### config.mk
export PLATFORM = sky130hd
export DESIGN_NAME = reservation_station_flat
export DESIGN_NICKNAME = d
export VERILOG_FILES = /design/src/logic/ooo_pkg.sv /design/src/logic/dispatch_if.sv /design/src/logic/reservation_station.sv /design/src/flat_wrapper.sv
export SDC_FILE = /design/constraint.sdc
export NUM_CORES = 1
export LEC_CHECK = 0
export BUFFER_PORTS_ARGS = -buffer_cell sky130_fd_sc_hd__buf_4
export CELL_PAD_IN_SITES_DETAIL_PLACEMENT = 1
export CELL_PAD_IN_SITES_GLOBAL_PLACEMENT = 2
export CORE_ASPECT_RATIO = 2
export CORE_MARGIN = 4
export CORE_UTILIZATION = 42
export CTS_BUF_LIST = sky130_fd_sc_hd__clkbuf_8
export DETAILED_ROUTE_END_ITERATION = 16
export GPL_TIMING_DRIVEN = 0
export PLACE_DENSITY = 0.85
export SLEW_MARGIN = 15
export SYNTH_ARGS = -nofsm -noshare
export SYNTH_HDL_FRONTEND = slang
export SYNTH_SLANG_ARGS = --single-unit
### constraint.sdc
create_clock -name i_clk_100mhz -period 10.95 [get_ports i_clk_100mhz]
set_clock_uncertainty 0.2 [all_clocks]
set_input_delay 2.19 -clock i_clk_100mhz [delete_from_list [all_inputs] [get_ports i_clk_100mhz]]
set_output_delay 2.19 -clock i_clk_100mhz [all_outputs]
set_load 0.02 [all_outputs]
### src/logic/ooo_pkg.sv
package ooo_pkg;

  localparam int XLEN        = 32;
  localparam int NUM_REGS    = 32;
  localparam int ROB_DEPTH   = 8;  // power of two, rob pointers wrap on their own
  localparam int RS_DEPTH    = 4;
  localparam int MUL_LATENCY = 3;  // at least 2

  // data value
  typedef logic [XLEN-1:0] word_t;

  // architectural register index
  typedef logic [$clog2(NUM_REGS)-1:0] reg_ix_t;

  // rob index, doubles as the rename tag
  typedef logic [$clog2(ROB_DEPTH)-1:0] rob_ix_t;

  // integer ops, MUL is steered to the multiplier
  typedef enum logic [3:0] {
    OP_ADD = 4'd0,
    OP_SUB = 4'd1,
    OP_AND = 4'd2,
    OP_OR  = 4'd3,
    OP_XOR = 4'd4,
    OP_SLT = 4'd5,  // signed compare
    OP_SLL = 4'd6,
    OP_MUL = 4'd7
  } alu_op_t;

endpackage
### src/logic/dispatch_if.sv
`timescale 1ns/1ns

// renamed instruction on its way into a reservation station
interface dispatch_if
  import ooo_pkg::*;
();
  logic    valid;
  alu_op_t op;
  word_t   vi;
  word_t   vj;
  rob_ix_t qi;      // producer tags, meaningful while not ready
  rob_ix_t qj;
  logic    ri;
  logic    rj;
  rob_ix_t rob_ix;

  modport source (output valid, op, vi, vj, qi, qj, ri, rj, rob_ix);
  modport sink   (input  valid, op, vi, vj, qi, qj, ri, rj, rob_ix);
endinterface

### src/logic/reservation_station.sv
`timescale 1ns/1ns

module reservation_station import ooo_pkg::*; #(
  parameter int depth = RS_DEPTH
) (
  input  logic    i_clk_100mhz,
  input  logic    i_sys_rst,
  dispatch_if.sink disp,
  input  logic    i_cdb_valid,
  input  rob_ix_t i_cdb_tag,
  input  word_t   i_cdb_value,
  input  logic    i_fu_ready,
  output logic    o_free,
  output logic    o_fire,
  output alu_op_t o_op,
  output word_t   o_a,
  output word_t   o_b,
  output rob_ix_t o_rob_ix
);
  typedef logic [$clog2(depth)-1:0] slot_t;

  logic [depth-1:0] valid;
  logic [depth-1:0] ri;
  logic [depth-1:0] rj;
  logic [depth-1:0] rdy;
  logic [depth-1:0] older [depth]; // older[i][j] set when slot j arrived before slot i
  alu_op_t          op     [depth];
  word_t            vi     [depth];
  word_t            vj     [depth];
  rob_ix_t          qi     [depth];
  rob_ix_t          qj     [depth];
  rob_ix_t          rob_ix [depth];
  slot_t            sel_ix;
  slot_t            free_ix;
  logic             any_rdy;

  assign rdy = valid & ri & rj;

  always_comb begin
    sel_ix  = '0;
    free_ix = '0;
    any_rdy = 1'b0;
    for (int i = depth - 1; i >= 0; i--) begin
      if (!valid[i]) free_ix = slot_t'(i); // lowest free slot
    end
    // oldest ready: no other ready entry is older
    for (int i = 0; i < depth; i++) begin
      if (rdy[i] && !(|(rdy & older[i]))) begin
        sel_ix  = slot_t'(i);
        any_rdy = 1'b1;
      end
    end
  end

  assign o_free   = ~&valid;
  assign o_fire   = any_rdy && i_fu_ready;
  assign o_op     = op[sel_ix];
  assign o_a      = vi[sel_ix];
  assign o_b      = vj[sel_ix];
  assign o_rob_ix = rob_ix[sel_ix];

  always_ff @(posedge i_clk_100mhz) begin
    if (i_sys_rst) begin
      valid <= '0;
    end else begin
      if (o_fire) valid[sel_ix] <= 1'b0;
      if (disp.valid) valid[free_ix] <= 1'b1;
    end
  end

  always_ff @(posedge i_clk_100mhz) begin
    for (int i = 0; i < depth; i++) begin
      // wakeup from the bus
      if (valid[i] && i_cdb_valid && !ri[i] && qi[i] == i_cdb_tag) begin
        vi[i] <= i_cdb_value;
        ri[i] <= 1'b1;
      end
      if (valid[i] && i_cdb_valid && !rj[i] && qj[i] == i_cdb_tag) begin
        vj[i] <= i_cdb_value;
        rj[i] <= 1'b1;
      end
      if (disp.valid) older[i][free_ix] <= 1'b0; // newcomer is youngest
    end
    if (disp.valid) begin
      op[free_ix]     <= disp.op;
      vi[free_ix]     <= disp.vi;
      vj[free_ix]     <= disp.vj;
      qi[free_ix]     <= disp.qi;
      qj[free_ix]     <= disp.qj;
      ri[free_ix]     <= disp.ri;
      rj[free_ix]     <= disp.rj;
      rob_ix[free_ix] <= disp.rob_ix;
      older[free_ix]  <= valid;     // everything already here is older
    end
  end

endmodule

### src/flat_wrapper.sv
// flat-port wrapper written by rule: the top's interface ports become plain ports
module reservation_station_flat import ooo_pkg::*;
#(
  parameter int depth = RS_DEPTH
)
  (i_clk_100mhz, i_sys_rst, i_cdb_valid, i_cdb_tag, i_cdb_value, i_fu_ready, o_free, o_fire, o_op, o_a, o_b, o_rob_ix, disp_valid, disp_op, disp_vi, disp_vj, disp_qi, disp_qj, disp_ri, disp_rj, disp_rob_ix);
  dispatch_if disp_i ();
  input  logic i_clk_100mhz;
  input  logic i_sys_rst;
  input  logic i_cdb_valid;
  input  rob_ix_t i_cdb_tag;
  input  word_t i_cdb_value;
  input  logic i_fu_ready;
  output logic o_free;
  output logic o_fire;
  output alu_op_t o_op;
  output word_t o_a;
  output word_t o_b;
  output rob_ix_t o_rob_ix;
  input wire logic [$bits(disp_i.valid)-1:0] disp_valid;
  input wire logic [$bits(disp_i.op)-1:0] disp_op;
  input wire logic [$bits(disp_i.vi)-1:0] disp_vi;
  input wire logic [$bits(disp_i.vj)-1:0] disp_vj;
  input wire logic [$bits(disp_i.qi)-1:0] disp_qi;
  input wire logic [$bits(disp_i.qj)-1:0] disp_qj;
  input wire logic [$bits(disp_i.ri)-1:0] disp_ri;
  input wire logic [$bits(disp_i.rj)-1:0] disp_rj;
  input wire logic [$bits(disp_i.rob_ix)-1:0] disp_rob_ix;
  assign disp_i.valid = disp_valid;
  assign disp_i.op = disp_op;
  assign disp_i.vi = disp_vi;
  assign disp_i.vj = disp_vj;
  assign disp_i.qi = disp_qi;
  assign disp_i.qj = disp_qj;
  assign disp_i.ri = disp_ri;
  assign disp_i.rj = disp_rj;
  assign disp_i.rob_ix = disp_rob_ix;
  reservation_station #(.depth(depth)) u_core (.i_clk_100mhz(i_clk_100mhz), .i_sys_rst(i_sys_rst), .disp(disp_i), .i_cdb_valid(i_cdb_valid), .i_cdb_tag(i_cdb_tag), .i_cdb_value(i_cdb_value), .i_fu_ready(i_fu_ready), .o_free(o_free), .o_fire(o_fire), .o_op(o_op), .o_a(o_a), .o_b(o_b), .o_rob_ix(o_rob_ix));
endmodule
==> flow_metrics.py, run 1 <==
metrics = {
    "outcome": {
        "outcome": "finished, final reports clean",
    },
    "pwr": {
        "ir_worst_vdd_uv": 104.0,
        "swShare": 0.2630,
        "p_int_mw": 2.120,
        "pwr-share-seq": 0.523,
        "clockPowerShare": 0.358,
        "p_comb_frac": 0.119,
        "leakage_nw": 7.705,
        "p_switching_mw": 0.7564,
        "power_density_nw_per_um2": 152.6,
    },
    "synthesis": {
        "synth_top_area_cell": "edfxtp_1",
        "synth_top_area_share": 0.6327,
        "synth_area_um2": 15380,
        "syn_inst": 1483,
        "post_synth.cell_area_avg_um2": 10.37,
        "synth_seq_cells": 336,
        "yosys_warnings": 0,
        "synth_top_flop_cell": "edfxtp_1",
        "synth_cell_type_count": 44,
        "synth.area.top_cells": "edfxtp_1 (63%), nand2_1 (16%), nand3_1 (6.9%)",
        "postSynth.asyncResetShare": 0,
        "seq_area_frac_synth": 0.6483,
        "synth-edff-count": 324,
    },
    "global_routing": {
        "grt_max_degree": 21,
        "antenna_found_initial": 1,
        "grtUsageTotal": 0.2935,
        "grt_pass1_vias": 14060,
        "grt_pass1_wl_mm": 85.60,
        "gr-total-overflow": 0,
    },
    "die": {
        "ioPinCount": 192,
        "rows": 98,
        "design.core.area_um2": 35930,
        "start_util": 0.4280,
        "dieArea_um2": 39920,
        "dieWidth_um": 143.3,
        "die_h_um": 278.6,
    },
    "routing": {
        "drc_errors": 0,
        "viasPerCell": 5.758,
        "wl_per_cell_um": 26.29,
        "drt_iter0_drc": 941,
        "routed_wl_mm": 58.88,
        "vias": 12900,
        "dr.pass1.iters": 5,
        "ant_nets": 0,
    },
    "cts": {
        "post_cts_buffers": 0,
        "cts_tree": "yes",
        "clock_latency_ps": 600,
        "post_cts_resized": 0,
        "clk_pin_slew_ps": 70,
        "cts_hold_buf": 0,
        "cts-root-buf": "clkbuf_8",
        "cts_sinks": 336,
        "numCtsBuffers": 48,
        "cts_buffer_depth": 3,
        "h-tree-depth": 2,
    },
    "setup_path": {
        "crit_type": "reg -> out",
        "path_cells": "nand4_1 -> and4_1 -> buf_2 -> nor2_4 -> clkbuf_1 -> a22oi_1 -> nand3_1 -> buf_4",
        "end_kind": "primary output",
        "cp-start-kind": "flop",
        "rr_startpoint": "u_core.valid[0]",
        "reg2reg_depth": 7,
        "slowest_stage": "clkbuf_1",
        "cp-startpoint": "u_core.rj[2]",
        "required_ps": 8560,
        "cpPeakStageDelay_ps": 640,
        "cp.arrival_ps": 3380,
        "cp_max_fo": 10,
    },
    "min_path": {
        "hold_depth": 1,
        "min-delay-start": "u_core.ri[0]",
        "hold_class": "reg -> reg",
    },
    "final_layout": {
        "drive_gt1_frac": 0.2001,
        "num-fill-cells": 4017,
        "seqCellArea_um2": 9970,
        "multi_input_area_um2": 4951,
        "layout_commonest_cell": "nand2_1",
        "final_cell_mix": "nand2_1 (653), edfxtp_1 (324), nand3_1 (211)",
        "syn2layout_area_growth_pct": 22.56,
        "final_cells": 2240,
        "nets": 1871,
        "stdcell_area_um2": 18850,
    },
    "sta": {
        "worst_slew_pin_slew_ps": 1140,
        "hold-worst-slack_ps": 406.5,
        "final.min_clock_period_ps": 5769,
        "fmax_mhz": 173.3,
        "finalCritPeriodShare": 0.5269,
        "drv_slew": 0,
        "hold_viol_final": 0,
        "relSlewSlack": 0.2399,
        "tns_ps": 0,
        "grt_setup_unrepaired": "no",
        "setup_viol": 0,
    },
    "flow_run": {
        "drv_cap": 0,
    },
    "place": {
        "hpwl_mm": 42.73,
        "port_buffers": 188,
        "placedCellCount": 2152,
        "dpl-instance-area_um2": 17880,
        "place_congestion": 0.8731,
    },
}
sequential cells by signal, indices dropped and copies added (netlist names):
name	flops
u_core.rob_ix	12
u_core.qj	12
u_core.older	16
u_core.rj	4
u_core.vi	128
u_core.qi	12
u_core.ri	4
u_core.valid	4
u_core.op	16
u_core.vj	128
cell families after synthesis:
group | after synthesis | share of synthesized area
AOI/OAI and AO/OA | 98 | 0.04866
xor gates and xnor gates | 24 | 0.01367
buffers and inverters | 110 | 0.03556
DFF | 336 | 0.6483
other | 1 | 0.0002439
and+or+nand+nor | 914 | 0.2535
critical path, delay by kind of cell, from the launching register on:
kind / cells / cell delay [ps]
buffers and inverters: 3 / 1050
AO/OA/AOI/OAI: 1 / 160
flip-flops: 1 / 560
AND/OR/NAND/NOR: 4 / 1010
synthesized netlist by cell type, types with 6 or more instances:
| library cell | instances |
|---|---|
| a22oi_1 | 71 |
| and2_1 | 8 |
| buf_1 | 17 |
| buf_2 | 26 |
| buf_4 | 7 |
| buf_6 | 10 |
| clkbuf_1 | 38 |
| dfxtp_1 | 12 |
| edfxtp_1 | 324 |
| inv_1 | 9 |
| nand2_1 | 653 |
| nand3_1 | 211 |
| nand3_2 | 6 |
| nand4_1 | 10 |
| o21ai_0 | 7 |
| o22a_1 | 8 |
| or4_1 | 6 |
| xor2_1 | 22 |
through the flow:
stage	util	power (mW)	setup WS, ps
after floorplan	-	1.680	4230
after global placement	0.4832	1.854	-208.4
after detailed placement	0.4976	1.875	5853
after CTS	0.5245	2.892	5193
after global routing	0.5246	2.979	5101
final	0.5246	2.876	5181
cell type report:
type,instances,share of cell area
Timing Repair Buffer,217,0.09772
Multi-Input combinational cell,1039,0.2627
Sequential cell,336,0.5290
Buffer,98,0.02689
Inverter,12,0.002390
Clock buffer,51,0.03724
Tap cell,450,0.02987
Clock inverter,36,0.01407
Antenna cell,1,0.0001328
path summary, 6_finish.rpt:
kind | to | slack (ps)
worst max register to register | u_core.vj[0][19] | 7910
worst max-delay path | o_a[23] | 5180
worst min register to register | u_core.ri[0] | 410
worst min-delay path | u_core.ri[0] | 410
power by group through the flow:
stage	logic, mW	registers [mW]	clock network [mW]
after floorplan	0.160	1.52	0
after global placement	0.321	1.53	0
after detailed placement	0.344	1.53	0
after CTS	0.345	1.50	1.04
after global routing	0.369	1.51	1.10
final	0.343	1.50	1.03
routing by layer:
| metal | share of wire | up-vias | global-route usage |
|---|---|---|---|
| li1 | - | 5730 | - |
| met5 | 0 | - | 0 |
| met4 | 0.054 | 0 | 0.1433 |
| met3 | 0.053 | 176 | 0.03232 |
| met2 | 0.56 | 568 | 0.5631 |
| met1 | 0.33 | 6424 | 0.3095 |
No activity file was read; power rests on OpenSTA's default activity.
==> run 2, diff against run 1 <==
--- a/config.mk
+++ b/config.mk
@@ -10,11 +10,11 @@
 export CELL_PAD_IN_SITES_GLOBAL_PLACEMENT = 2
 export CORE_ASPECT_RATIO = 2
 export CORE_MARGIN = 4
-export CORE_UTILIZATION = 42
+export CORE_UTILIZATION = 35
 export CTS_BUF_LIST = sky130_fd_sc_hd__clkbuf_8
 export DETAILED_ROUTE_END_ITERATION = 16
 export GPL_TIMING_DRIVEN = 0
-export PLACE_DENSITY = 0.85
+export PLACE_DENSITY = 0.75
 export SLEW_MARGIN = 15
 export SYNTH_ARGS = -nofsm -noshare
 export SYNTH_HDL_FRONTEND = slang
==> constraint.sdc (replaced) <==
create_clock -name i_clk_100mhz -period 4.92 [get_ports i_clk_100mhz]
set_clock_uncertainty 0.2 [all_clocks]
set_input_delay 0.984 -clock i_clk_100mhz [delete_from_list [all_inputs] [get_ports i_clk_100mhz]]
set_output_delay 0.984 -clock i_clk_100mhz [all_outputs]
set_load 0.02 [all_outputs]
==> run 2 against run 1 <==
Utilization shrank 8.7 points. Critical path depth is the same. Sequential power grew 120%. Die area rose by 19%. Setup slack lost 4900 ps. First-iteration DRC count decreased by 13%. Non-clock buffer count decreased by 5. Register-to-register slack worse by 6000 ps. Wire length increased by 4.6%.
==> flow_metrics.py, run 2 (same netlist as run 1, synthesis figures left out) <==
metrics = {
    "outcome": {
        "outcome": "finished, final reports clean",
    },
    "sta": {
        "final.min_clock_period_ps": 4685,
        "worst_slew_pin_slew_ps": 1147,
        "fmax_mhz": 213.4,
        "hold_viol_final": 0,
        "relSlewSlack": 0.2356,
        "finalCritPeriodShare": 0.9522,
        "setup_viol": 0,
        "tns_ps": 0,
        "grt_setup_unrepaired": "no",
        "drv_slew": 0,
        "hold-worst-slack_ps": 361.3,
    },
    "setup_path": {
        "reg2reg_depth": 5,
        "rr_startpoint": "u_core.valid[2]",
        "cp.arrival_ps": 3500,
        "required_ps": 3740,
        "cpPeakStageDelay_ps": 670,
        "rrSetupSlack_ps": 1910,
        "end_kind": "primary output",
        "cp-start-kind": "flop",
        "crit_type": "reg -> out",
        "cp_max_fo": 10,
        "r2r-end": "u_core.older[1][2]",
        "slowest_stage": "clkbuf_1",
        "path_cells": "nand4_1 -> and4_1 -> buf_2 -> nor2_4 -> clkbuf_1 -> a22oi_1 -> nand3_1 -> buf_4",
    },
    "place": {
        "hpwl_mm": 44.89,
        "dpl-instance-area_um2": 18070,
        "place_congestion": 0.8364,
        "port_buffers": 188,
    },
    "pwr": {
        "swShare": 0.2745,
        "p_comb_frac": 0.124,
        "leakage_nw": 7.679,
        "power_density_nw_per_um2": 331.7,
        "p_int_mw": 4.564,
        "clockPowerShare": 0.344,
        "ir_worst_vdd_uv": 212.9,
        "p_switching_mw": 1.727,
        "pwr-share-seq": 0.532,
    },
    "die": {
        "ioPinCount": 192,
        "die_h_um": 304.4,
        "dieArea_um2": 47560,
        "start_util": 0.3545,
        "rows": 108,
        "dieWidth_um": 156.2,
        "design.core.area_um2": 43380,
    },
    "min_path": {
        "min-delay-start": "disp_rob_ix[0]",
        "hold_depth": 1,
        "whs_endpoint": "u_core.rob_ix[3][0]",
        "hold_class": "in -> reg",
    },
    "cts": {
        "post_cts_resized": 0,
        "clk_pin_slew_ps": 70,
        "cts_tree": "yes",
        "cts_hold_buf": 0,
        "post_cts_buffers": 0,
        "clock_latency_ps": 610,
        "h-tree-depth": 2,
        "cts_buffer_depth": 3,
        "numCtsBuffers": 51,
        "cts_sinks": 336,
        "cts-root-buf": "clkbuf_8",
    },
    "global_routing": {
        "gr-total-overflow": 0,
        "grt-busiest-layer": "met2",
        "use_met1": 0.2729,
        "grtUsageTotal": 0.2566,
        "antenna_found_initial": 4,
        "grt_max_degree": 24,
        "grt_pass1_vias": 13860,
        "grt_use_met3": 0.03586,
        "grt_pass1_wl_mm": 89.11,
        "met2_usage": 0.4905,
    },
    "flow_run": {
        "drv_cap": 0,
    },
    "final_layout": {
        "final_cell_mix": "nand2_1 (653), edfxtp_1 (324), nand3_1 (211)",
        "fin_util": 0.4372,
        "stdcell_area_um2": 18970,
        "num-fill-cells": 4873,
        "reg_top3": "u_core.vi (128), u_core.vj (128)",
        "multi_input_area_um2": 4974,
        "layout_commonest_cell": "nand2_1",
        "drive_gt1_frac": 0.1941,
        "syn2layout_area_growth_pct": 23.34,
        "seqCellArea_um2": 9970,
        "nets": 1869,
    },
    "routing": {
        "vias": 12710,
        "drc_errors": 0,
        "ant_nets": 0,
        "routed_wl_mm": 61.58,
        "wl_per_cell_um": 26.35,
        "dr.pass1.iters": 5,
        "viasPerCell": 5.437,
        "drt_iter0_drc": 820,
    },
}
-- run 2: changes by cell type in the layout (fill, tap and decap cells not counted), sizes merged --
cell,delta
clkinv,-4
inv,+4
diode,+3
buf,-5
bufinv,-3
clkinvlp,+2
-- run 2: final cells by class --
class / count / area share
diodes: 4 / 0.0005278
plain buffers: 98 / 0.02672
clock buffers: 51 / 0.03701
clock inverters: 35 / 0.009830
inverters: 12 / 0.002375
multi-input cells: 1039 / 0.2622
flip-flops and latches: 336 / 0.5257
well taps: 550 / 0.03628
repair buffers: 212 / 0.09935
-- run 2: worst max-delay path, delay by kind of cell (launching register included) --
| family | cells | cell delay, ps |
|---|---|---|
| buffers and inverters | 3 | 1070 |
| AND/OR/NAND/NOR | 4 | 1010 |
| flip-flops | 1 | 560 |
| AO/OA/AOI/OAI | 1 | 240 |
-- run 2: how the worst max path moves through the flow --
stage | startpoint | endpoint | slack [ps] | depth (start not counted)
6_report | u_core.ri[2] | o_b[2] | 230 | 8
4_1_cts | u_core.ri[2] | o_b[10] | 250 | 8
3_5_place_dp | u_core.rj[2] | o_b[10] | 930 | 8
2_1_floorplan | i_cdb_tag[2] | u_core.vj[2][0] | 80 | 4
3_3_place_gp | i_cdb_tag[2] | u_core.ri[1] | -3180 | 5
5_1_grt | u_core.rj[2] | o_b[10] | 210 | 8
-- run 2: power groups by stage --
stage	Clock, mW	Sequential, mW	Combinational, mW
2_1_floorplan	0	3.38	0.357
3_3_place_gp	0	3.41	0.730
3_5_place_dp	0	3.41	0.785
4_1_cts	2.22	3.35	0.788
5_1_grt	2.33	3.35	0.842
6_report	2.17	3.35	0.777
-- run 2: per-layer routing --
layer	vias to the layer above	wire length (um)
met5	-	0
met4	0	2951
met3	158	2876
met2	423	34580
met1	6394	21180
li1	5732	-
-- run 2: through the flow --
| stage | std cells | total power [mW] | worst slack, ps |
|---|---|---|---|
| global route | 2334 | 6.528 | 205.5 |
| detailed placement | 2247 | 4.193 | 926.1 |
| CTS | 2333 | 6.349 | 246.8 |
| floorplan | 1485 | 3.738 | 81.17 |
| finish | 2337 | 6.291 | 235.0 |
| global placement | 2223 | 4.139 | -3179 |
