`config.mk`:
```
export PLATFORM = sky130hd
export DESIGN_NAME = alu_unit
export DESIGN_NICKNAME = d
export VERILOG_FILES = /design/src/logic/ooo_pkg.sv /design/src/logic/alu_unit.sv
export SDC_FILE = /design/constraint.sdc
export NUM_CORES = 1
export LEC_CHECK = 0
export ABC_CLOCK_PERIOD_IN_PS = 9700
export BUFFER_PORTS_ARGS = -buffer_cell sky130_fd_sc_hd__buf_4
export CAP_MARGIN = 20
export CORE_MARGIN = 2
export CORE_UTILIZATION = 40
export CTS_CLUSTER_DIAMETER = 120
export DETAILED_ROUTE_END_ITERATION = 8
export PLACE_DENSITY = 0.67
export SLEW_MARGIN = 20
export SYNTH_ARGS = -nofsm -noshare
export SYNTH_HDL_FRONTEND = slang
export SYNTH_SLANG_ARGS = --single-unit
```
`constraint.sdc`:
```
create_clock -name i_clk_100mhz -period 9.7 [get_ports i_clk_100mhz]
set_input_delay 1.455 -clock i_clk_100mhz [delete_from_list [all_inputs] [get_ports i_clk_100mhz]]
set_output_delay 1.455 -clock i_clk_100mhz [all_outputs]
set_load 0.005 [all_outputs]
```
`src/logic/ooo_pkg.sv`:
```
package ooo_pkg;

  localparam int XLEN        = 32;
  localparam int NUM_REGS    = 32;
  localparam int ROB_DEPTH   = 8;  // power of two, rob pointers wrap on their own
  localparam int RS_DEPTH    = 4;
  localparam int MUL_LATENCY = 3;  // at least 2

  // data value
  typedef logic [XLEN-1:0] word_t;

  // architectural register index
  typedef logic [$clog2(NUM_REGS)-1:0] reg_ix_t;

  // rob index, doubles as the rename tag
  typedef logic [$clog2(ROB_DEPTH)-1:0] rob_ix_t;

  // integer ops, MUL is steered to the multiplier
  typedef enum logic [3:0] {
    OP_ADD = 4'd0,
    OP_SUB = 4'd1,
    OP_AND = 4'd2,
    OP_OR  = 4'd3,
    OP_XOR = 4'd4,
    OP_SLT = 4'd5,  // signed compare
    OP_SLL = 4'd6,
    OP_MUL = 4'd7
  } alu_op_t;

endpackage
```
`src/logic/alu_unit.sv`:
```
`timescale 1ns/1ns

module alu_unit import ooo_pkg::*; (
  input  logic    i_clk_100mhz,
  input  logic    i_sys_rst,
  input  logic    i_start,
  input  alu_op_t i_op,
  input  word_t   i_a,
  input  word_t   i_b,
  input  rob_ix_t i_rob_ix,
  input  logic    i_grant,
  output logic    o_ready,
  output logic    o_valid,
  output word_t   o_result,
  output rob_ix_t o_rob_ix
);
  word_t result_d;

  always_comb begin
    case (i_op)
      OP_ADD:  result_d = i_a + i_b;
      OP_SUB:  result_d = i_a - i_b;
      OP_AND:  result_d = i_a & i_b;
      OP_OR:   result_d = i_a | i_b;
      OP_XOR:  result_d = i_a ^ i_b;
      OP_SLT:  result_d = word_t'($signed(i_a) < $signed(i_b));
      OP_SLL:  result_d = i_a << i_b[$clog2(XLEN)-1:0];
      default: result_d = '0; // MUL never reaches this unit
    endcase
  end

  // free again in the cycle the bus takes the held result
  assign o_ready = !o_valid || i_grant;

  always_ff @(posedge i_clk_100mhz) begin
    if (i_sys_rst) begin
      o_valid <= 1'b0;
    end else if (i_start) begin
      o_valid <= 1'b1;
    end else if (i_grant) begin
      o_valid <= 1'b0;
    end
  end

  always_ff @(posedge i_clk_100mhz) begin
    if (i_start) begin
      o_result <= result_d;
      o_rob_ix <= i_rob_ix;
    end
  end

endmodule

```
==> flow_metrics.py, run 1 <==
metrics = {
    "outcome": {
        "status": "finished clean",
    },
    "clocking": {
        "cts-root-buf": "clkbuf_16",
        "cts_inserted_buffers": 5,
        "cts-resized-gates": 0,
        "htreeDepth": 2,
        "cts_setup_buffers": 0,
        "cts_num_sinks": 36,
        "cts_max_path_buffers": 2,
        "ctsHoldBuffers": 0,
        "cts_tree": "yes",
        "path_clk_slew_ns": 0.06,
        "clkLatencyLatePin_ns": 0.30,
    },
    "synth": {
        "syn_nets": 1220,
        "synth_mux_area_share_pct": 9.67,
        "avgSynthCellArea_um2": 7.63,
        "synth_compound_area_share_pct": 31.4,
        "ys_types": 84,
        "synth_seq_area_share_pct": 13.5,
        "synth_flop_cell": "edfxtp_1",
        "yosysWarnings": 0,
        "netlist_area_um2": 7920,
        "async_flop_share_pct": 0,
        "synth_top_family_by_area": "compound AO/OA/AOI/OAI gates",
        "synth_xor_area_share_pct": 2.54,
        "syn_inst": 1038,
        "synth_edf_count": 35,
        "synthAdderAreaFrac_pct": 17.1,
        "synth_seq_cells": 36,
        "synth-simple-area-share_pct": 16.9,
    },
    "critical_path": {
        "crit_type": "input port to register",
        "cp_common_cell": "o31ai_2",
        "worstPathRequired_ns": 9.72,
        "critPathTopFamily": "compound AO/OA/AOI/OAI gates",
        "crit_buf_inv": 2,
        "critPathSlowestCell": "inv_1",
        "slowest_delay_ns": 0.54,
        "cp_cell_sequence": "buf_4 > inv_1 > ha_1 > o21bai_1 > a21oi_1 > o31ai_2 > o21ai_2 > o21ai_0 > o211ai_1 > o31ai_2 > xor2_1 > o21ai_1",
        "arrival_ns": 5.17,
        "critPathCaptureType": "register",
        "critPathLaunchType": "input port",
        "cp_max_fo": 41,
    },
    "placement": {
        "dp_hpwl_um": 23900,
        "dp_cells": 1352,
        "placed_area_um2": 8800,
        "gp_congestion": 1.02,
        "port_buffers": 111,
    },
    "grt": {
        "grt_use_total_pct": 29.0,
        "grt_pass1_vias": 7621,
        "overflow": 0,
        "grt_max_degree": 54,
        "grt_pass1_wl_um": 45900,
        "antenna_found_initial": 0,
    },
    "sta": {
        "tightest_slew_ns": 0.999,
        "rsz0062_at_grt": "no",
        "fin_tns_setup_ns": 0,
        "final_max_slew_viol_count": 0,
        "period_needed_ns": 5.16,
        "max_slew_margin_pct": 33.2,
        "whs_ns": 0.514,
        "fin_crit_sh_pct": 53.2,
        "finalSetupViolations": 0,
        "max_freq_mhz": 194,
        "finalHoldViolCount": 0,
        "final.setup_skew_ns": 0,
    },
    "cells_and_area": {
        "area_growth_pct": 12.9,
        "design_area_um2": 8940,
        "nets": 1276,
        "antenna_cells": 0,
        "final_cells": 1360,
        "drive_gt1_share_pct": 16.8,
    },
    "power": {
        "power.total_mw": 0.824,
        "p_per_area_nw_per_um2": 92.2,
        "vdd_ir_drop_max_mv": 0.0616,
        "power.leakage_nw": 3.90,
    },
    "drt": {
        "drc": 0,
        "drtAntennaViolNets": 0,
        "routedWlPerCell_um": 22.8,
        "vias": 8620,
        "vias_per_cell": 6.34,
        "drt_iter0_markers": 1341,
        "wirelength_um": 31000,
        "drt_pass1_iterations": 6,
    },
    "die": {
        "ios": 112,
        "coreArea_um2": 19500,
        "dieArea_um2": 20900,
        "die_h_um": 145,
        "start_util_pct": 40.7,
        "num_rows": 51,
        "die_w_um": 145,
    },
    "hold_path": {
        "hold_class": "register to register",
    },
    "job": {
        "max_cap_violations": 0,
    },
}
## where the power goes
group | internal (mW) | switching, mW | leakage (nW)
combinational | 0.173 | 0.283 | 3.49
clock | 0.0938 | 0.0753 | 0.0710
sequential | 0.190 | 0.00849 | 0.345
## sequential cells by signal, indices dropped and copies added (netlist names)
register and cells:
o_result 32, o_rob_ix 3, o_valid 1
## cell usage after synthesis (9+ instances only)
| cell type | n | area share (%) |
|---|---|---|
| a221oi_1 | 21 | 2.3 |
| nand3_1 | 19 | 1.2 |
| nor2_1 | 111 | 5.3 |
| xor2_1 | 9 | 1.0 |
| clkbuf_1 | 31 | 1.5 |
| o21ai_0 | 75 | 4.7 |
| nor3_1 | 14 | 0.88 |
| o31ai_1 | 9 | 0.85 |
| buf_1 | 9 | 0.43 |
| inv_1 | 99 | 4.7 |
| a221o_1 | 9 | 1.1 |
| o211ai_1 | 11 | 1.0 |
| a211oi_1 | 14 | 1.3 |
| nand2_1 | 93 | 4.4 |
| mux2i_1 | 29 | 3.7 |
| mux4_2 | 18 | 5.1 |
| o221ai_1 | 16 | 1.8 |
| a21oi_1 | 90 | 5.7 |
| xnor2_1 | 14 | 1.5 |
| edfxtp_1 | 35 | 13 |
| o21ai_1 | 17 | 1.1 |
| buf_2 | 16 | 1.0 |
| ha_1 | 105 | 17 |
## placed cells by master (no fill, tap or decap), drive strengths merged, types with 8 or more instances in the layout
master / count
a211oi: 15
a21oi: 91
a221o: 9
a221oi: 21
a22oi: 9
a31oi: 8
and2: 8
buf: 115
edfxtp: 35
ha: 105
inv: 101
mux2i: 30
mux4: 18
nand2: 93
nand3: 19
nor2: 111
nor2b: 8
nor3: 19
o211ai: 12
o21ai: 94
o21bai: 8
o221ai: 16
o31ai: 12
xnor2: 14
xor2: 9
## layer usage
metal / part of all wire, % / up-vias / global-route usage, %
met5: 0 / - / 0
met4: 2.3 / 0 / 7.56
met3: 11 / 50 / 4.97
met2: 43 / 583 / 44.2
met1: 43 / 4078 / 42.4
li1: - / 3909 / -
## kinds of logic (layout without fill, tap and decap cells)
group / Yosys count / after routing
compound gates: 358 / 358
simple gates: 293 / 293
buf+inv: 168 / 225
fa+ha+maj: 107 / 107
mux: 53 / 53
flops: 36 / 36
xor+xnor: 23 / 23
## area by class of cell
cell class / count / area [µm²]
Clock inverter: 3 / 13.8
Sequential cell: 36 / 1070
Inverter: 102 / 383
Multi-Input combinational cell: 834 / 6150
Tap cell: 265 / 332
Clock buffer: 5 / 125
Timing Repair Buffer: 115 / 863
Fill cell: 1981 / 10500
## through the flow
| step | util, % | worst slack [ns] |
|---|---|---|
| CTS | 45.9 | 4.63 |
| floorplan | - | 5.19 |
| detailed placement | 45.2 | 4.34 |
| global route | 45.9 | 4.40 |
| finish | 45.9 | 4.54 |
| global placement | 45.2 | 4.30 |
## worst min-delay path, cell delays in order (launching register included)
cell and delay (ns):
dfxtp_1 0.31, nand2b_1 0.09, a21oi_1 0.07
## final timing paths
| kind | startpoint | end | slack, ns | cells past startpoint |
|---|---|---|---|---|
| worst max-delay path | i_b[1] | o_result[31]$_DFFE_PP_ | 4.54 | 12 |
| worst min-delay path | o_valid$_SDFFE_PP0P_ | o_valid$_SDFFE_PP0P_ | 0.51 | 2 |
| worst max register to register | o_valid$_SDFFE_PP0P_ | o_valid$_SDFFE_PP0P_ | 9.08 | 2 |
| worst min register to register | o_valid$_SDFFE_PP0P_ | o_valid$_SDFFE_PP0P_ | 0.51 | 2 |
Power figures use the tool's default switching activity.
==> inputs of run 2 (changes only) <==
- ABC_CLOCK_PERIOD_IN_PS: 9700 -> 5020
- clock period: 9.7 -> 5.02 ns (I/O delays scaled with it)
==> run 2 against run 1 <==
Compared with the run above: sequential share of layout area decreased by 0.11 points; design area grew 0.95%; utilization grew 0.44 points; cell count rose by 0.59%; die area stayed put; register-to-register slack got worse by 4.7 ns; first-iteration DRC count grew 1.1%; non-clock buffer count grew 8; critical path depth did not move; largest cell class unchanged.
==> flow_metrics.py, run 2 (synthesis gave the netlist of run 1 again) <==
metrics = {
    "sta": {
        "final_max_slew_viol_count": 0,
        "finalHoldViolCount": 0,
        "finalSetupViolations": 0,
        "rsz0062_at_grt": "no",
        "fin_crit_sh_pct": 78.9,
        "fin_tns_setup_ns": 0,
        "final.setup_skew_ns": 0,
        "max_freq_mhz": 252,
        "period_needed_ns": 3.96,
        "max_slew_margin_pct": 42.0,
        "tightest_slew_ns": 0.867,
    },
    "cells_and_area": {
        "mostFrequentLayoutCell": "buf_4",
        "layout_common_cells": "123 x buf_4, 111 x nor2_1, 105 x ha_1",
        "top_regs": "o_result: 32 flops, o_rob_ix: 3 flops, o_valid: 1 flops",
        "regMostFlops": "o_result",
        "largest_register_ffs": 32,
        "nets": 1284,
        "antenna_cells": 0,
        "multi_input_area_um2": 6150,
        "design_area_um2": 9030,
        "area_growth_pct": 13.9,
        "regArea_um2": 1070,
        "final_cells": 1368,
        "nFillCells": 1949,
        "drive_gt1_share_pct": 17.4,
    },
    "drt": {
        "drc": 0,
        "drt_pass1_iterations": 6,
        "vias_per_cell": 6.22,
        "wirelength_um": 30400,
        "drtAntennaViolNets": 0,
        "vias": 8514,
        "routedWlPerCell_um": 22.2,
        "drt_iter0_markers": 1356,
    },
    "die": {
        "die_h_um": 145,
        "dieArea_um2": 20900,
        "die_w_um": 145,
        "num_rows": 51,
        "coreArea_um2": 19500,
        "ios": 112,
        "start_util_pct": 40.7,
    },
    "clocking": {
        "ctsHoldBuffers": 0,
        "path_clk_slew_ns": 0.06,
        "cts_num_sinks": 36,
        "clkLatencyLatePin_ns": 0.29,
        "htreeDepth": 2,
        "cts_max_path_buffers": 2,
        "cts-resized-gates": 0,
        "cts_inserted_buffers": 5,
        "cts_setup_buffers": 0,
        "cts-root-buf": "clkbuf_16",
        "cts_tree": "yes",
    },
    "critical_path": {
        "r2r_cells": 2,
        "timing.rr.start": "o_valid$_SDFFE_PP0P_",
        "cp_max_fo": 38,
        "critPathSlowestCell": "a2111oi_0",
        "crit_type": "input port to register",
        "arrival_ns": 3.99,
        "r2r-end": "o_valid$_SDFFE_PP0P_",
        "cp_cell_sequence": "buf_4 > inv_1 > ha_1 > inv_1 > a21oi_1 > o31ai_2 > o21ai_2 > o221ai_1 > a2111oi_0 > a21oi_1 > xnor2_1 > o21ai_1",
        "slowest_delay_ns": 0.72,
        "critPathCaptureType": "register",
        "r2r_slack_ns": 4.41,
        "critPathLaunchType": "input port",
        "worstPathRequired_ns": 5.05,
    },
    "placement": {
        "dp_cells": 1360,
        "port_buffers": 111,
        "gp_congestion": 1.02,
        "dp_hpwl_um": 23800,
        "placed_area_um2": 8860,
    },
    "power": {
        "power.leakage_nw": 3.95,
        "vdd_ir_drop_max_mv": 0.117,
        "p_per_area_nw_per_um2": 182,
    },
    "hold_path": {
        "hold_path_end": "o_valid$_SDFFE_PP0P_",
        "hold_class": "register to register",
        "hold_depth": 2,
        "hold_start": "o_valid$_SDFFE_PP0P_",
    },
    "grt": {
        "grt_max_degree": 54,
        "grt_pass1_wl_um": 45800,
        "antenna_found_initial": 1,
        "grt_use_total_pct": 28.8,
        "grt_pass1_vias": 7760,
        "overflow": 0,
    },
    "outcome": {
        "status": "finished clean",
    },
    "job": {
        "max_cap_violations": 0,
    },
}
[run 2: changes by cell type in the layout (fill, tap and decap cells not counted), sizes merged]
cell    delta
bufinv     +1
buf        +8
clkbuf     +1
clkinv     -2
[run 2: metal layers]
metal	GRT usage [%]	wire, µm	vias to the layer above
li1	-	-	3925
met1	41.2	12600	3972
met5	0	0	-
met3	6.61	3950	76
met2	42.0	12800	541
met4	10.9	1090	0
[run 2: power by group]
| part | leakage [nW] | switching, mW | internal, mW |
|---|---|---|---|
| Combinational | 3.53 | 0.540 | 0.338 |
| Clock | 0.0808 | 0.143 | 0.234 |
| Sequential | 0.345 | 0.0158 | 0.368 |
| Total | 3.95 | 0.700 | 0.940 |
[run 2: cell type report]
| class | count | share of cell area (%) |
|---|---|---|
| Inverter | 102 | 4.24 |
| Sequential cell | 36 | 11.9 |
| Timing Repair Buffer | 123 | 10.2 |
| Clock buffer | 6 | 1.43 |
| Clock inverter | 2 | 0.388 |
| Tap cell | 265 | 3.67 |
| Multi-Input combinational cell | 834 | 68.2 |
[run 2: metrics by stage]
| stage | worst slack (ns) | hold WS (ns) | util [%] | total power, mW |
|---|---|---|---|---|
| after floorplan | 1.21 | 0.508 | - | 0.939 |
| after global placement | 0.854 | 0.485 | 45.5 | 1.24 |
| final | 1.06 | 0.503 | 46.4 | 1.64 |
| after detailed placement | 0.866 | 0.496 | 45.5 | 1.24 |
| after CTS | 1.18 | 0.505 | 46.4 | 1.62 |
| after global routing | 0.916 | 0.523 | 46.4 | 1.72 |
[run 2: worst max-delay path by stage]
stage / start / to / slack (ns) / depth (start not counted)
finish: i_b[2] / o_result[21]$_DFFE_PP_ / 1.06 / 12
global route: i_b[0] / o_result[30]$_DFFE_PP_ / 0.92 / 13
CTS: i_b[0] / o_result[30]$_DFFE_PP_ / 1.18 / 13
detailed placement: i_b[0] / o_result[30]$_DFFE_PP_ / 0.87 / 13
global placement: i_b[2] / o_result[21]$_DFFE_PP_ / 0.85 / 12
floorplan: i_b[1] / o_result[31]$_DFFE_PP_ / 1.21 / 13
[run 2: worst max-delay path: cells and delay by family]
kind | cells | cell delay, ns
xor gates and xnor gates | 1 | 0.17
AOI/OAI and AO/OA | 7 | 2.00
buffers and inverters | 3 | 0.63
adders and majority gates | 1 | 0.41
==> inputs of run 3 (changes only) <==
- ABC_CLOCK_PERIOD_IN_PS: 5020 -> 3490
- PLACE_DENSITY: 0.67 -> 0.69
- clock period: 5.02 -> 3.49 ns (I/O delays scaled with it)
==> run 3 against run 2 <==
Compared with the run above: clock power grew 33%; global-route usage is 0.77 points higher; critical endpoint is now o_result[22]$_DFFE_PP_; utilization rose by 2.9 points; critical path depth increased by 1; wire length grew 2.8%; design area grew 6.3%; worst setup slack worse by 0.82 ns; largest cell class unchanged; critical path type unchanged; clock skew unchanged; via count grew 4.8%.
==> flow_metrics.py, run 3 (synthesis gave the netlist of run 1 again) <==
metrics = {
    "clocking": {
        "cts_num_sinks": 36,
        "cts_inserted_buffers": 5,
        "ctsHoldBuffers": 0,
        "cts_max_path_buffers": 2,
        "htreeDepth": 2,
        "path_clk_slew_ns": 0.05,
        "clkLatencyLatePin_ns": 0.28,
        "cts_tree": "yes",
        "cts-root-buf": "clkbuf_16",
    },
    "die": {
        "start_util_pct": 40.7,
        "dieArea_um2": 20900,
        "num_rows": 51,
        "ios": 112,
        "die_w_um": 145,
        "die_h_um": 145,
        "coreArea_um2": 19500,
    },
    "outcome": {
        "status": "finished clean",
    },
    "sta": {
        "finalSetupViolations": 0,
        "final.setup_skew_ns": 0,
        "fin_crit_sh_pct": 93.2,
        "rsz0062_at_grt": "no",
        "final_max_slew_viol_count": 0,
        "finalHoldViolCount": 0,
        "max_freq_mhz": 307,
        "max_slew_margin_pct": 50.1,
        "fin_tns_setup_ns": 0,
        "period_needed_ns": 3.25,
        "tightest_slew_ns": 0.745,
    },
    "cells_and_area": {
        "layout_common_cells": "199 x buf_4, 111 x nor2_1, 105 x ha_1",
        "top_regs": "o_result: 32 flops, o_rob_ix: 3 flops, o_valid: 1 flops",
        "regMostFlops": "o_result",
        "nets": 1360,
        "antenna_cells": 0,
        "largest_register_ffs": 32,
        "drive_gt1_share_pct": 22.9,
        "area_growth_pct": 21.2,
        "mostFrequentLayoutCell": "buf_4",
    },
    "grt": {
        "antenna_found_initial": 0,
        "grt_pass1_wl_um": 47200,
        "overflow": 0,
        "grt_max_degree": 41,
        "grt_use_total_pct": 29.6,
        "grt_pass1_vias": 8253,
    },
    "critical_path": {
        "critPathLaunch": "i_a[9]",
        "r2r_cells": 2,
        "critPathSlowestCell": "ha_1",
        "r2r_slack_ns": 2.89,
        "arrival_ns": 3.26,
        "cp_cell_sequence": "buf_4 > inv_1 > ha_1 > nor4_1 > o21ai_0 > o21ai_2 > o21ai_1 > a2111oi_4 > buf_4 > nor2_1 > a31oi_1 > xor2_1 > o21ai_1",
        "timing.rr.start": "o_valid$_SDFFE_PP0P_",
        "worstPathRequired_ns": 3.50,
        "cp_max_fo": 7,
        "slowest_delay_ns": 0.40,
        "crit_path_end": "o_result[22]$_DFFE_PP_",
        "r2r-end": "o_valid$_SDFFE_PP0P_",
        "critPathLaunchType": "input port",
        "critPathCaptureType": "register",
        "crit_type": "input port to register",
        "critPathTopFamily": "compound AO/OA/AOI/OAI gates",
        "cp.depth": 13,
        "crit_buf_inv": 3,
    },
    "job": {
        "max_cap_violations": 0,
    },
    "drt": {
        "drtAntennaViolNets": 0,
        "routedWlPerCell_um": 21.7,
        "drc": 0,
        "drt_iter0_markers": 1120,
        "vias_per_cell": 6.18,
        "wirelength_um": 31300,
        "drt_pass1_iterations": 6,
        "vias": 8923,
    },
    "hold_path": {
        "hold_class": "input port to register",
    },
    "power": {
        "power.leakage_nw": 4.32,
        "p_per_area_nw_per_um2": 253,
        "vdd_ir_drop_max_mv": 0.164,
        "power.total_mw": 2.43,
    },
    "placement": {
        "port_buffers": 111,
        "gp_congestion": 0.993,
        "dp_hpwl_um": 25000,
    },
}
run 3: changes by cell type in the layout (fill, tap and decap cells not counted):
| cell | change |
|---|---|
| a2111oi_0 | -1 |
| a2111oi_2 | +1 |
| buf_4 | +76 |
| bufinv_16 | -1 |
| clkbuf_8 | +2 |
| clkinv_2 | -1 |
| o21ai_1 | -1 |
| o21ai_2 | +1 |
run 3: worst min-delay path by stage:
| stage | startpoint | to | slack (ns) | cells past startpoint |
|---|---|---|---|---|
| 3_5_place_dp | o_valid$_SDFFE_PP0P_ | o_valid$_SDFFE_PP0P_ | 0.49 | 2 |
| 6_report | i_sys_rst | o_valid$_SDFFE_PP0P_ | 0.39 | 2 |
| 4_1_cts | i_sys_rst | o_valid$_SDFFE_PP0P_ | 0.38 | 2 |
| 2_1_floorplan | o_valid$_SDFFE_PP0P_ | o_valid$_SDFFE_PP0P_ | 0.51 | 2 |
| 3_3_place_gp | o_valid$_SDFFE_PP0P_ | o_valid$_SDFFE_PP0P_ | 0.49 | 2 |
| 5_1_grt | i_sys_rst | o_valid$_SDFFE_PP0P_ | 0.39 | 2 |
run 3: power by group:
part / internal [mW] / switching [mW] / leakage [nW]
clock: 0.305 / 0.197 / 0.0772
sequential: 0.529 / 0.0203 / 0.345
combinational: 0.567 / 0.808 / 3.90
total: 1.40 / 1.02 / 4.32
run 3: final cells by class:
cell class / count / area, µm²
sequential: 36 / 1070
multi-input combinational: 834 / 6160
inverter: 102 / 383
tap: 265 / 332
timing repair buffer: 199 / 1490
fill: 1916 / 9860
clock buffer: 8 / 156
run 3: metal layers:
layer	global-route usage, %	vias to the layer above	share of wire, %
met3	5.50	89	11
met1	41.7	4162	42
met4	13.2	0	4.3
met5	0	-	0
li1	-	4087	-
met2	44.0	585	42
run 3: per-stage QoR:
step           area (µm²)  cells  setup WS, ns  hold slack [ns]  utilization, %
5_1_grt              9600   1444        0.0725            0.385            49.3
4_1_cts              9590   1444         0.244            0.382            49.3
6_report             9600   1444         0.236            0.386            49.3
3_3_place_gp         9430   1436       -0.0174            0.485            48.5
3_5_place_dp         9430   1436       -0.0448            0.494            48.5
2_1_floorplan        7920   1038         0.103            0.508               -
run 3: timing repair:
| action | 4_1_cts | 5_1_grt |
|---|---|---|
| gates resized for setup | 0 | 3 |
| setup endpoints to repair | 0 | 2 |
| endpoints found under the hold margin | 0 | 0 |
| setup buffers | 0 | 0 |
